==> config.mk <==
export PLATFORM = sky130hd
export DESIGN_NAME = cpuCore
export DESIGN_NICKNAME = d
export VERILOG_FILES = /design/src/logic/opcodes.sv /design/src/logic/cpuCore.sv /design/src/logic/busInterface.sv /design/src/logic/pcUnit.sv /design/src/logic/registerFile.sv /design/src/logic/aluUnit.sv /design/src/logic/control.sv
export VERILOG_INCLUDE_DIRS = /design/src /design/src/logic
export SDC_FILE = /design/constraint.sdc
export NUM_CORES = 1
export LEC_CHECK = 0
export BUFFER_PORTS_ARGS = -buffer_cell sky130_fd_sc_hd__buf_2
export CORE_UTILIZATION = 60
export DETAILED_ROUTE_END_ITERATION = 6
export PLACE_DENSITY = 0.77
export SETUP_SLACK_MARGIN = 0.3
export SYNTH_ARGS = -nofsm -noshare
export SYNTH_HDL_FRONTEND = slang
export SYNTH_SLANG_ARGS = --single-unit
==> constraint.sdc <==
create_clock -name Clock -period 14.4 [get_ports Clock]
set_clock_uncertainty 0.1 [all_clocks]
set_input_delay 0.72 -clock Clock [delete_from_list [all_inputs] [get_ports Clock]]
set_output_delay 0.72 -clock Clock [all_outputs]
set_load 0.01 [all_outputs]
==> src/logic/cpu_consts.svh <==
`ifndef CPU_CONSTS_SVH
`define CPU_CONSTS_SVH

// Data path and address width
`define WORD_BITS 16

// General purpose registers
`define REG_COUNT 8

// First fetch address
`define RESET_VECTOR 16'h0000

// Clock cycles per memory access
`define BUS_PHASES 4

`endif
==> src/logic/opcodes.sv <==
`include "cpu_consts.svh"

package opcodes;

   typedef logic [`WORD_BITS-1:0] wordT;

   // Unlisted codes run as a NOP
   typedef enum logic [4:0] {
      ADD   = 5'h00,
      ADC   = 5'h01,
      SUB   = 5'h02,
      AND   = 5'h03,
      OR    = 5'h04,
      ADDI  = 5'h05,
      ADCI  = 5'h06,
      ADDIB = 5'h07,
      LD    = 5'h08,
      ST    = 5'h09,
      BR    = 5'h0A,
      JAL   = 5'h0B,
      RET   = 5'h0C
   } opcodeT;

   typedef enum logic [2:0] {FnAdd, FnAdc, FnSub, FnAnd, FnOr, FnPass} aluFnT;

   typedef enum logic [1:0] {Op2Reg, Op2Imm, Op2ImmHi} op2SelT;

   typedef enum logic [1:0] {Pc1, PcRel, PcReg, PcLr} pcSelT;

   typedef enum logic [2:0] {AL, EQ, NE, CS, CC, MI, PL, VS} condT;

   typedef struct packed {
      logic [4:0] op;
      logic [2:0] rd;      // Condition code for BR
      logic [7:0] low;     // rs in [7:5], or imm8
   } instrT;

   typedef struct packed {
      logic c;
      logic z;
      logic n;
      logic v;
   } flagsT;

   typedef struct packed {
      aluFnT  aluFn;
      op2SelT op2Sel;
      logic   aluWe;
      logic   flagWe;
      logic   regWe;
      logic   wdSel;     // 1 selects load data
      logic   pcWe;
      pcSelT  pcSel;
      logic   lrWe;
      logic   irWe;
      logic   ldWe;
      logic   addrSel;   // 1 puts the register address on the bus
      logic   dataOe;
   } ctrlWordT;

   typedef struct packed {
      logic ale;
      logic nMe;
      logic nOe;
      logic nWe;
      logic enb;
   } busPinsT;

endpackage

==> src/logic/cpuCore.sv <==
`timescale 1ns/1ps

module cpuCore (
   input  logic          Clock,
   input  logic          nReset,
   input  opcodes::wordT BusIn,
   output opcodes::wordT BusOut,
   output logic          BusOe,
   output logic          Ale,
   output logic          nMe,
   output logic          nOe,
   output logic          nWe,
   output logic          Enb
);

   opcodes::ctrlWordT ctrl;
   opcodes::busPinsT  pins;
   opcodes::instrT    instr;
   opcodes::flagsT    flags;
   opcodes::wordT     aluResult;
   opcodes::wordT     loadData;
   opcodes::wordT     rd1;
   opcodes::wordT     rd2;
   opcodes::wordT     pc;

   assign Ale = pins.ale;
   assign nMe = pins.nMe;
   assign nOe = pins.nOe;
   assign nWe = pins.nWe;
   assign Enb = pins.enb;

   control uControl (.Clock, .nReset, .Instr(instr), .Flags(flags), .Ctrl(ctrl), .Pins(pins));

   aluUnit uAlu (.Clock, .nReset, .Ctrl(ctrl), .Rd1(rd1), .Rd2(rd2), .Imm(instr.low),
      .Result(aluResult), .Flags(flags));

   registerFile uRegs (.Clock, .nReset, .Ctrl(ctrl), .Instr(instr), .AluResult(aluResult),
      .LoadData(loadData), .Rd1(rd1), .Rd2(rd2));

   // JAL jumps through rd
   pcUnit uPc (.Clock, .nReset, .Ctrl(ctrl), .Instr(instr), .RegValue(rd1), .Pc(pc));

   // Memory address from rs, store data from rd
   busInterface uBus (.Clock, .nReset, .Ctrl(ctrl), .Pc(pc), .RegAddr(rd2), .StoreData(rd1),
      .BusIn, .BusOut, .BusOe, .Instr(instr), .LoadData(loadData));

endmodule

==> src/logic/busInterface.sv <==
`timescale 1ns/1ps

module busInterface (
   input  logic              Clock,
   input  logic              nReset,
   input  opcodes::ctrlWordT Ctrl,
   input  opcodes::wordT     Pc,
   input  opcodes::wordT     RegAddr,
   input  opcodes::wordT     StoreData,
   input  opcodes::wordT     BusIn,
   output opcodes::wordT     BusOut,
   output logic              BusOe,
   output opcodes::instrT    Instr,
   output opcodes::wordT     LoadData
);

   // Address phase carries PC or rs, write phases the store data
   always_comb begin
      if (Ctrl.dataOe)
         BusOut = StoreData;
      else if (Ctrl.addrSel)
         BusOut = RegAddr;
      else
         BusOut = Pc;
   end

   assign BusOe = Ctrl.dataOe;

   // Instruction register
   always_ff @(posedge Clock or negedge nReset) begin
      if (!nReset)
         Instr <= '0;
      else if (Ctrl.irWe)
         Instr <= opcodes::instrT'(BusIn);
   end

   always_ff @(posedge Clock) begin
      if (Ctrl.ldWe)
         LoadData <= BusIn;    // Sampled at the end of phase 3
   end

endmodule

==> src/logic/pcUnit.sv <==
`timescale 1ns/1ps
`include "cpu_consts.svh"

module pcUnit (
   input  logic              Clock,
   input  logic              nReset,
   input  opcodes::ctrlWordT Ctrl,
   input  opcodes::instrT    Instr,
   input  opcodes::wordT     RegValue,
   output opcodes::wordT     Pc
);

   opcodes::wordT pcPlus1;
   opcodes::wordT offset;
   opcodes::wordT nextPc;
   opcodes::wordT lr;    // Link register

   assign pcPlus1 = Pc + `WORD_BITS'(1);
   assign offset  = {{(`WORD_BITS-8){Instr.low[7]}}, Instr.low};

   always_comb begin
      case (Ctrl.pcSel)
         opcodes::PcRel: nextPc = pcPlus1 + offset;
         opcodes::PcReg: nextPc = RegValue;
         opcodes::PcLr:  nextPc = lr;
         default:        nextPc = pcPlus1;
      endcase
   end

   always_ff @(posedge Clock or negedge nReset) begin
      if (!nReset) begin
         Pc <= `RESET_VECTOR;
         lr <= '0;
      end else begin
         if (Ctrl.pcWe)
            Pc <= nextPc;
         if (Ctrl.lrWe)
            lr <= pcPlus1;    // Return lands after the JAL
      end
   end

endmodule

==> src/logic/registerFile.sv <==
`timescale 1ns/1ps
`include "cpu_consts.svh"

module registerFile (
   input  logic              Clock,
   input  logic              nReset,
   input  opcodes::ctrlWordT Ctrl,
   input  opcodes::instrT    Instr,
   input  opcodes::wordT     AluResult,
   input  opcodes::wordT     LoadData,
   output opcodes::wordT     Rd1,
   output opcodes::wordT     Rd2
);

   opcodes::wordT                regs [`REG_COUNT];
   opcodes::wordT                writeData;
   logic [$clog2(`REG_COUNT)-1:0] rs;

   assign rs = Instr.low[7:5];    // Source register field

   assign Rd1 = regs[Instr.rd];
   assign Rd2 = regs[rs];

   assign writeData = Ctrl.wdSel ? LoadData : AluResult;

   always_ff @(posedge Clock or negedge nReset) begin
      if (!nReset) begin
         for (int i = 0; i < `REG_COUNT; i++) begin
            regs[i] <= '0;
         end
      end else if (Ctrl.regWe) begin
         regs[Instr.rd] <= writeData;
      end
   end

endmodule

==> src/logic/aluUnit.sv <==
`timescale 1ns/1ps
`include "cpu_consts.svh"

module aluUnit (
   input  logic              Clock,
   input  logic              nReset,
   input  opcodes::ctrlWordT Ctrl,
   input  opcodes::wordT     Rd1,
   input  opcodes::wordT     Rd2,
   input  logic [7:0]        Imm,
   output opcodes::wordT     Result,
   output opcodes::flagsT    Flags
);

   opcodes::wordT       op2;
   opcodes::wordT       addB;
   opcodes::wordT       aluOut;
   logic [`WORD_BITS:0] sum;
   logic                carryIn;
   logic                isSub;
   logic                isArith;

   always_comb begin
      case (Ctrl.op2Sel)
         opcodes::Op2Imm:   op2 = {{(`WORD_BITS-8){Imm[7]}}, Imm};
         opcodes::Op2ImmHi: op2 = {Imm, {(`WORD_BITS-8){1'b0}}};
         default:           op2 = Rd2;
      endcase
   end

   // One adder for all three, SUB as A + ~B + 1
   assign isSub   = (Ctrl.aluFn == opcodes::FnSub);
   assign isArith = isSub || Ctrl.aluFn == opcodes::FnAdd || Ctrl.aluFn == opcodes::FnAdc;
   assign addB    = isSub ? ~op2 : op2;
   assign carryIn = isSub || (Ctrl.aluFn == opcodes::FnAdc && Flags.c);
   assign sum     = {1'b0, Rd1} + {1'b0, addB} + {{`WORD_BITS{1'b0}}, carryIn};

   always_comb begin
      case (Ctrl.aluFn)
         opcodes::FnAnd: aluOut = Rd1 & op2;
         opcodes::FnOr:  aluOut = Rd1 | op2;
         opcodes::FnPass: aluOut = op2;
         default:        aluOut = sum[`WORD_BITS-1:0];
      endcase
   end

   assign Result = Ctrl.aluWe ? aluOut : '0;    // Quiet outside ALU cycles

   always_ff @(posedge Clock or negedge nReset) begin
      if (!nReset) begin
         Flags <= '0;
      end else if (Ctrl.flagWe) begin
         Flags.z <= (aluOut == '0);
         Flags.n <= aluOut[`WORD_BITS-1];
         // Carry is not-borrow on SUB
         Flags.c <= isArith && sum[`WORD_BITS];
         Flags.v <= isArith && (Rd1[`WORD_BITS-1] == addB[`WORD_BITS-1])
                    && (aluOut[`WORD_BITS-1] != Rd1[`WORD_BITS-1]);
      end
   end

endmodule

==> src/logic/control.sv <==
`timescale 1ns/1ps
`include "cpu_consts.svh"

module control (
   input  logic              Clock,
   input  logic              nReset,
   input  opcodes::instrT    Instr,
   input  opcodes::flagsT    Flags,
   output opcodes::ctrlWordT Ctrl,
   output opcodes::busPinsT  Pins
);

   typedef enum logic {fetch, execute} stateT;
   typedef enum logic [$clog2(`BUS_PHASES)-1:0] {fet1, fet2, fet3, fet4} fetchSubT;
   typedef enum logic [$clog2(`BUS_PHASES)-1:0] {exe1, exe2, exe3, exe4} executeSubT;

   stateT           state;
   fetchSubT        fetchSub;
   executeSubT      executeSub;
   logic            running;    // Holds the bus idle for one clock out of reset
   opcodes::opcodeT opcode;
   logic            memOp;
   logic            condTrue;

   assign opcode = opcodes::opcodeT'(Instr.op);
   assign memOp  = (opcode == opcodes::LD) || (opcode == opcodes::ST);

   always_comb begin
      case (opcodes::condT'(Instr.rd))
         opcodes::AL: condTrue = 1'b1;
         opcodes::EQ: condTrue = Flags.z;
         opcodes::NE: condTrue = !Flags.z;
         opcodes::CS: condTrue = Flags.c;
         opcodes::CC: condTrue = !Flags.c;
         opcodes::MI: condTrue = Flags.n;
         opcodes::PL: condTrue = !Flags.n;
         default:     condTrue = Flags.v;    // VS
      endcase
   end

   always_ff @(posedge Clock or negedge nReset) begin
      if (!nReset) begin
         running    <= 1'b0;
         state      <= fetch;
         fetchSub   <= fet1;
         executeSub <= exe1;
      end else if (!running) begin
         running <= 1'b1;
      end else if (state == fetch) begin
         case (fetchSub)
            fet1: fetchSub <= fet2;
            fet2: fetchSub <= fet3;
            fet3: fetchSub <= fet4;
            default: begin
               state      <= execute;
               fetchSub   <= fet1;
               executeSub <= exe1;
            end
         endcase
      end else begin
         case (executeSub)
            exe1: begin
               if (memOp)
                  executeSub <= exe2;
               else
                  state <= fetch;    // Single cycle ops
            end
            exe2: executeSub <= exe3;
            exe3: executeSub <= exe4;
            default: state <= fetch;
         endcase
      end
   end

   always_comb begin
      Ctrl        = '0;
      Ctrl.aluFn  = opcodes::FnPass;
      Ctrl.op2Sel = opcodes::Op2Reg;
      Ctrl.pcSel  = opcodes::Pc1;
      Pins.ale    = 1'b0;
      Pins.nMe    = 1'b1;
      Pins.nOe    = 1'b1;
      Pins.nWe    = 1'b1;
      Pins.enb    = 1'b0;
      if (running && state == fetch) begin
         case (fetchSub)
            fet1: begin
               Pins.ale = 1'b1;    // PC on the bus
               Pins.nMe = 1'b0;
            end
            fet2: begin
               Pins.nMe = 1'b0;
               Pins.nOe = 1'b0;
            end
            fet3: begin
               Pins.nMe  = 1'b0;
               Pins.nOe  = 1'b0;
               Pins.enb  = 1'b1;
               Ctrl.irWe = 1'b1;
            end
            default: ;    // Bus released in phase 4
         endcase
      end else if (running) begin
         case (executeSub)
            exe1: begin
               case (opcode)
                  opcodes::ADD, opcodes::ADC, opcodes::SUB, opcodes::AND, opcodes::OR,
                  opcodes::ADDI, opcodes::ADCI, opcodes::ADDIB: begin
                     case (opcode)
                        opcodes::ADC, opcodes::ADCI: Ctrl.aluFn = opcodes::FnAdc;
                        opcodes::SUB:                Ctrl.aluFn = opcodes::FnSub;
                        opcodes::AND:                Ctrl.aluFn = opcodes::FnAnd;
                        opcodes::OR:                 Ctrl.aluFn = opcodes::FnOr;
                        default:                     Ctrl.aluFn = opcodes::FnAdd;
                     endcase
                     case (opcode)
                        opcodes::ADDI, opcodes::ADCI: Ctrl.op2Sel = opcodes::Op2Imm;
                        opcodes::ADDIB:               Ctrl.op2Sel = opcodes::Op2ImmHi;
                        default:                      Ctrl.op2Sel = opcodes::Op2Reg;
                     endcase
                     Ctrl.aluWe  = 1'b1;
                     Ctrl.flagWe = 1'b1;
                     Ctrl.regWe  = 1'b1;
                     Ctrl.pcWe   = 1'b1;
                  end
                  opcodes::LD, opcodes::ST: begin
                     Pins.ale     = 1'b1;    // Address phase from rs
                     Pins.nMe     = 1'b0;
                     Ctrl.addrSel = 1'b1;
                  end
                  opcodes::BR: begin
                     Ctrl.pcWe  = 1'b1;
                     Ctrl.pcSel = condTrue ? opcodes::PcRel : opcodes::Pc1;
                  end
                  opcodes::JAL: begin
                     Ctrl.lrWe  = 1'b1;
                     Ctrl.pcWe  = 1'b1;
                     Ctrl.pcSel = opcodes::PcReg;
                  end
                  opcodes::RET: begin
                     Ctrl.pcWe  = 1'b1;
                     Ctrl.pcSel = opcodes::PcLr;
                  end
                  default: Ctrl.pcWe = 1'b1;    // NOP
               endcase
            end
            exe2, exe3: begin
               Pins.nMe     = 1'b0;
               Pins.enb     = (executeSub == exe3);
               Ctrl.addrSel = 1'b1;
               if (opcode == opcodes::ST) begin
                  Pins.nWe    = 1'b0;
                  Ctrl.dataOe = 1'b1;
               end else begin
                  Pins.nOe  = 1'b0;
                  Ctrl.ldWe = (executeSub == exe3);
               end
            end
            default: begin
               Ctrl.regWe = (opcode == opcodes::LD);    // Write back from the latch
               Ctrl.wdSel = 1'b1;
               Ctrl.pcWe  = 1'b1;
            end
         endcase
      end
   end

endmodule

==> impl_metrics.env <==
export IMPL_dr_total_vias=11220
export IMPL_nNetsFinal=1458
export IMPL_antenna_found_initial=0
export IMPL_cts_resized=0
export IMPL_ios=40
export IMPL_period_share=0.4655
export IMPL_h_tree_depth=1
export IMPL_wire_per_inst_um=22.99
export IMPL_max_cap_violations=0
export IMPL_arrival_ns=7.02
export IMPL_yosys_top_cells_area="dfrtp_1 36%, o21ai_0 7.9%, mux4_2 7.9%, nand2_1 7.6%, mux2i_1 4.1%"
export IMPL_ys_ff_latch=202
export IMPL_slew_headroom=0.1450
export IMPL_criticalPathCategory="reg2reg"
export IMPL_synth_fp_nets=1456
export IMPL_area_growth_pct=9.878
export IMPL_core_area_mm2=0.02109
export IMPL_clkPwrFrac=0.260
export IMPL_hold_viol=0
export IMPL_clock_latency_ns=0.53
export IMPL_preCtsSetupSlack_ns=7.924
export IMPL_status="finished, final reports clean"
export IMPL_yosysTopAreaCell="dfrtp_1"
export IMPL_dp_cells=1644
export IMPL_ir_drop_v=0.0001371
export IMPL_power_density_mw_per_mm2=181.1
export IMPL_fill_cells=1706
export IMPL_syn_inst=1393
export IMPL_portBuffers=39
export IMPL_seqPwrFrac=0.288
export IMPL_stdcell_count=1689
export IMPL_regArea_mm2=0.005137
export IMPL_grt_pass1_wl_um=61420
export IMPL_fin_tns_setup_ns=0
export IMPL_grt_usage=0.3661
export IMPL_post_dp_hpwl_um=26900
export IMPL_grt_pass1_vias=10910
export IMPL_worst_slack_ns=7.696
export IMPL_initial_core_util=0.6121
export IMPL_overflow=0
export IMPL_drc=0
export IMPL_synthArstFlopShare=0.9208
export IMPL_crit_path_start_kind="flop"
export IMPL_final_common_cell="nand2_1"
export IMPL_post_cts_setup_buffers=0
export IMPL_netlist_cell_type_count=71
export IMPL_synthFlopType="dfrtp_1"
export IMPL_yosysWarnings=0
export IMPL_drtAntennaViolNets=0
export IMPL_tightest_slew_ns=1.279
export IMPL_drive_gt1_frac=0.1331
export IMPL_drt_iter0_drc=1106
export IMPL_whs_ns=0.1396
export IMPL_clock_sinks=202
export IMPL_avgSynthCellArea_um2=9.266
export IMPL_firstDrtPassIters=5
export IMPL_min_period_ns=6.704
export IMPL_hp_class="in2async"
export IMPL_grt_start_max_net_pins=84
export IMPL_leakage_nw=6.131
export IMPL_cts_tree="done"
export IMPL_critPathRequiredTime_ns=14.72
export IMPL_worstSetupEndpointType="flop"
export IMPL_layout_common_cells="262 x nand2_1, 205 x o21ai_0, 184 x dfrtp_1"
export IMPL_stdcell_area_mm2=0.01418
export IMPL_report_final_slew_viol_count=0
export IMPL_max_clock_path_buffers=3
export IMPL_placed_area_mm2=0.01329
export IMPL_crit_fanout=17
export IMPL_multi_input_comb_area_mm2=0.007247
export IMPL_final_setup_viol_count=0
export IMPL_yosysSeqAreaShare=0.3978
export IMPL_gp_congestion=1.037
export IMPL_synth_top_cell_area_share=0.3606
export IMPL_rsz0062_at_grt="no"
export IMPL_swShare=0.4097
export IMPL_synth_edf_count=16
export IMPL_die_area_mm2=0.02210
export IMPL_comb_power_share=0.452
export IMPL_clkTransAtPathRegs_ns=0.06
export IMPL_netlist_area_mm2=0.01291
export IMPL_max_freq_mhz=149.2
export IMPL_vias_per_cell=6.640
export IMPL_power_switching_mw=1.052
export IMPL_die_h_um=148.7
export IMPL_numCtsBuffers=24
export IMPL_wirelength_um=38830
export IMPL_cell_internal_pwr_mw=1.516
export IMPL_cts_root_buf="clkbuf_16"
export IMPL_num_rows=53
export IMPL_cts_hold_buf=0
export IMPL_die_x_um=148.7
[registers in the layout (all words and copies together) (netlist names)]
signal and cells:
uPc.lr 16, uBus.LoadData 16, uControl.executeSub 2, uControl.fetchSub 2, uRegs.regs 128, uPc.Pc 16
uControl.state 1, uBus.Instr 16, uAlu.Flags 4, uControl.running 1
[cell usage after synthesis (4+ instances only)]
library cell,count
mux2i_1,53
nor2_1,79
and3_1,7
a221o_1,4
o211ai_1,12
mux4_2,45
xor2_1,18
a211o_1,4
a211oi_1,6
dfrtp_1,186
a311oi_1,4
a22oi_1,33
a221oi_1,21
inv_1,39
and2_1,7
o21ai_0,205
nand3_1,18
nand4_1,4
nor3_1,14
ha_1,42
edfxtp_1,16
or2_2,4
nand2_1,262
a21oi_1,39
o31ai_1,6
nand3b_1,7
nand2b_1,9
clkbuf_1,64
a22o_1,6
mux2_2,25
xnor2_1,34
o221ai_1,9
or4_1,4
nor2b_1,11
buf_1,9
a21o_1,9
o21bai_1,7
buf_2,13
[stage by stage]
step,util,power (mW)
5_1_grt,0.6724,2.694
6_report,0.6725,2.568
3_5_place_dp,0.6304,1.873
3_3_place_gp,0.6304,1.861
2_1_floorplan,-,1.539
4_1_cts,0.6724,2.542
[final cells by class]
class                           count  area share
Multi-Input combinational cell   1060      0.5110
Sequential cell                   202      0.3622
Clock buffer                       37     0.05452
Timing Repair Buffer               67     0.02920
Tap cell                          275     0.02426
Inverter                           40     0.01059
Clock inverter                      7    0.008028
Antenna cell                        1   0.0001764
[path summary, 6_finish.rpt]
check,slack (ns),cells after the start,endpoint,start
worst max-delay path,7.70,21,uAlu.Flags[2],uControl.executeSub[0]
worst min-delay path,0.14,1,uRegs.regs[40],nReset
worst max register to register,7.70,21,uAlu.Flags[2],uControl.executeSub[0]
worst min register to register,0.38,2,uPc.lr[8],uPc.lr[8]
max in group asynchronous,12.15,3,uBus.Instr[8],nReset
min in group Clock,0.28,1,uBus.LoadData[8],BusIn[8]
[cell families after synthesis]
group	synth area share
AND/OR/NAND/NOR	0.1482
AO/OA/AOI/OAI	0.1904
flip-flops	0.3978
buffers and inverters	0.04120
multiplexers	0.1414
XOR/XNOR	0.03529
adder cells (fa/ha/maj)	0.04537
other	0.0002905
[routing by layer]
layer | routed length (um) | GRT usage | up-vias
li1 | - | - | 5040
met1 | 16100 | 0.5163 | 5503
met3 | 3738 | 0.06810 | 117
met2 | 17160 | 0.5509 | 555
met5 | 0 | 0 | -
met4 | 1840 | 0.1655 | 0
[worst max-delay path, stage by stage, from the launching register on]
cell	delay (ns)
dfrtp_1	0.41
inv_1	0.12
ha_1	0.28
nand3_1	0.21
nor2_1	0.40
nand4_1	0.18
ha_1	0.53
nor2b_1	0.47
a32oi_1	0.18
xor2_1	0.21
fa_1	0.45
inv_1	0.08
fa_1	0.19
nor2b_1	0.07
o31ai_1	0.54
a211oi_1	0.20
o21ai_0	0.21
a21oi_1	0.09
a221o_1	0.30
or4b_1	0.58
or4_1	0.54
o41ai_2	0.25
[power groups by stage]
stage                     clock (mW)  sequential (mW)  combinational, mW
after floorplan                    0            0.686              0.853
after global placement             0            0.744               1.12
after detailed placement           0            0.747               1.13
after CTS                      0.671            0.737               1.13
after global routing           0.697            0.749               1.25
final                          0.667            0.740               1.16
Note: power is estimated with default switching activity, not from simulation.
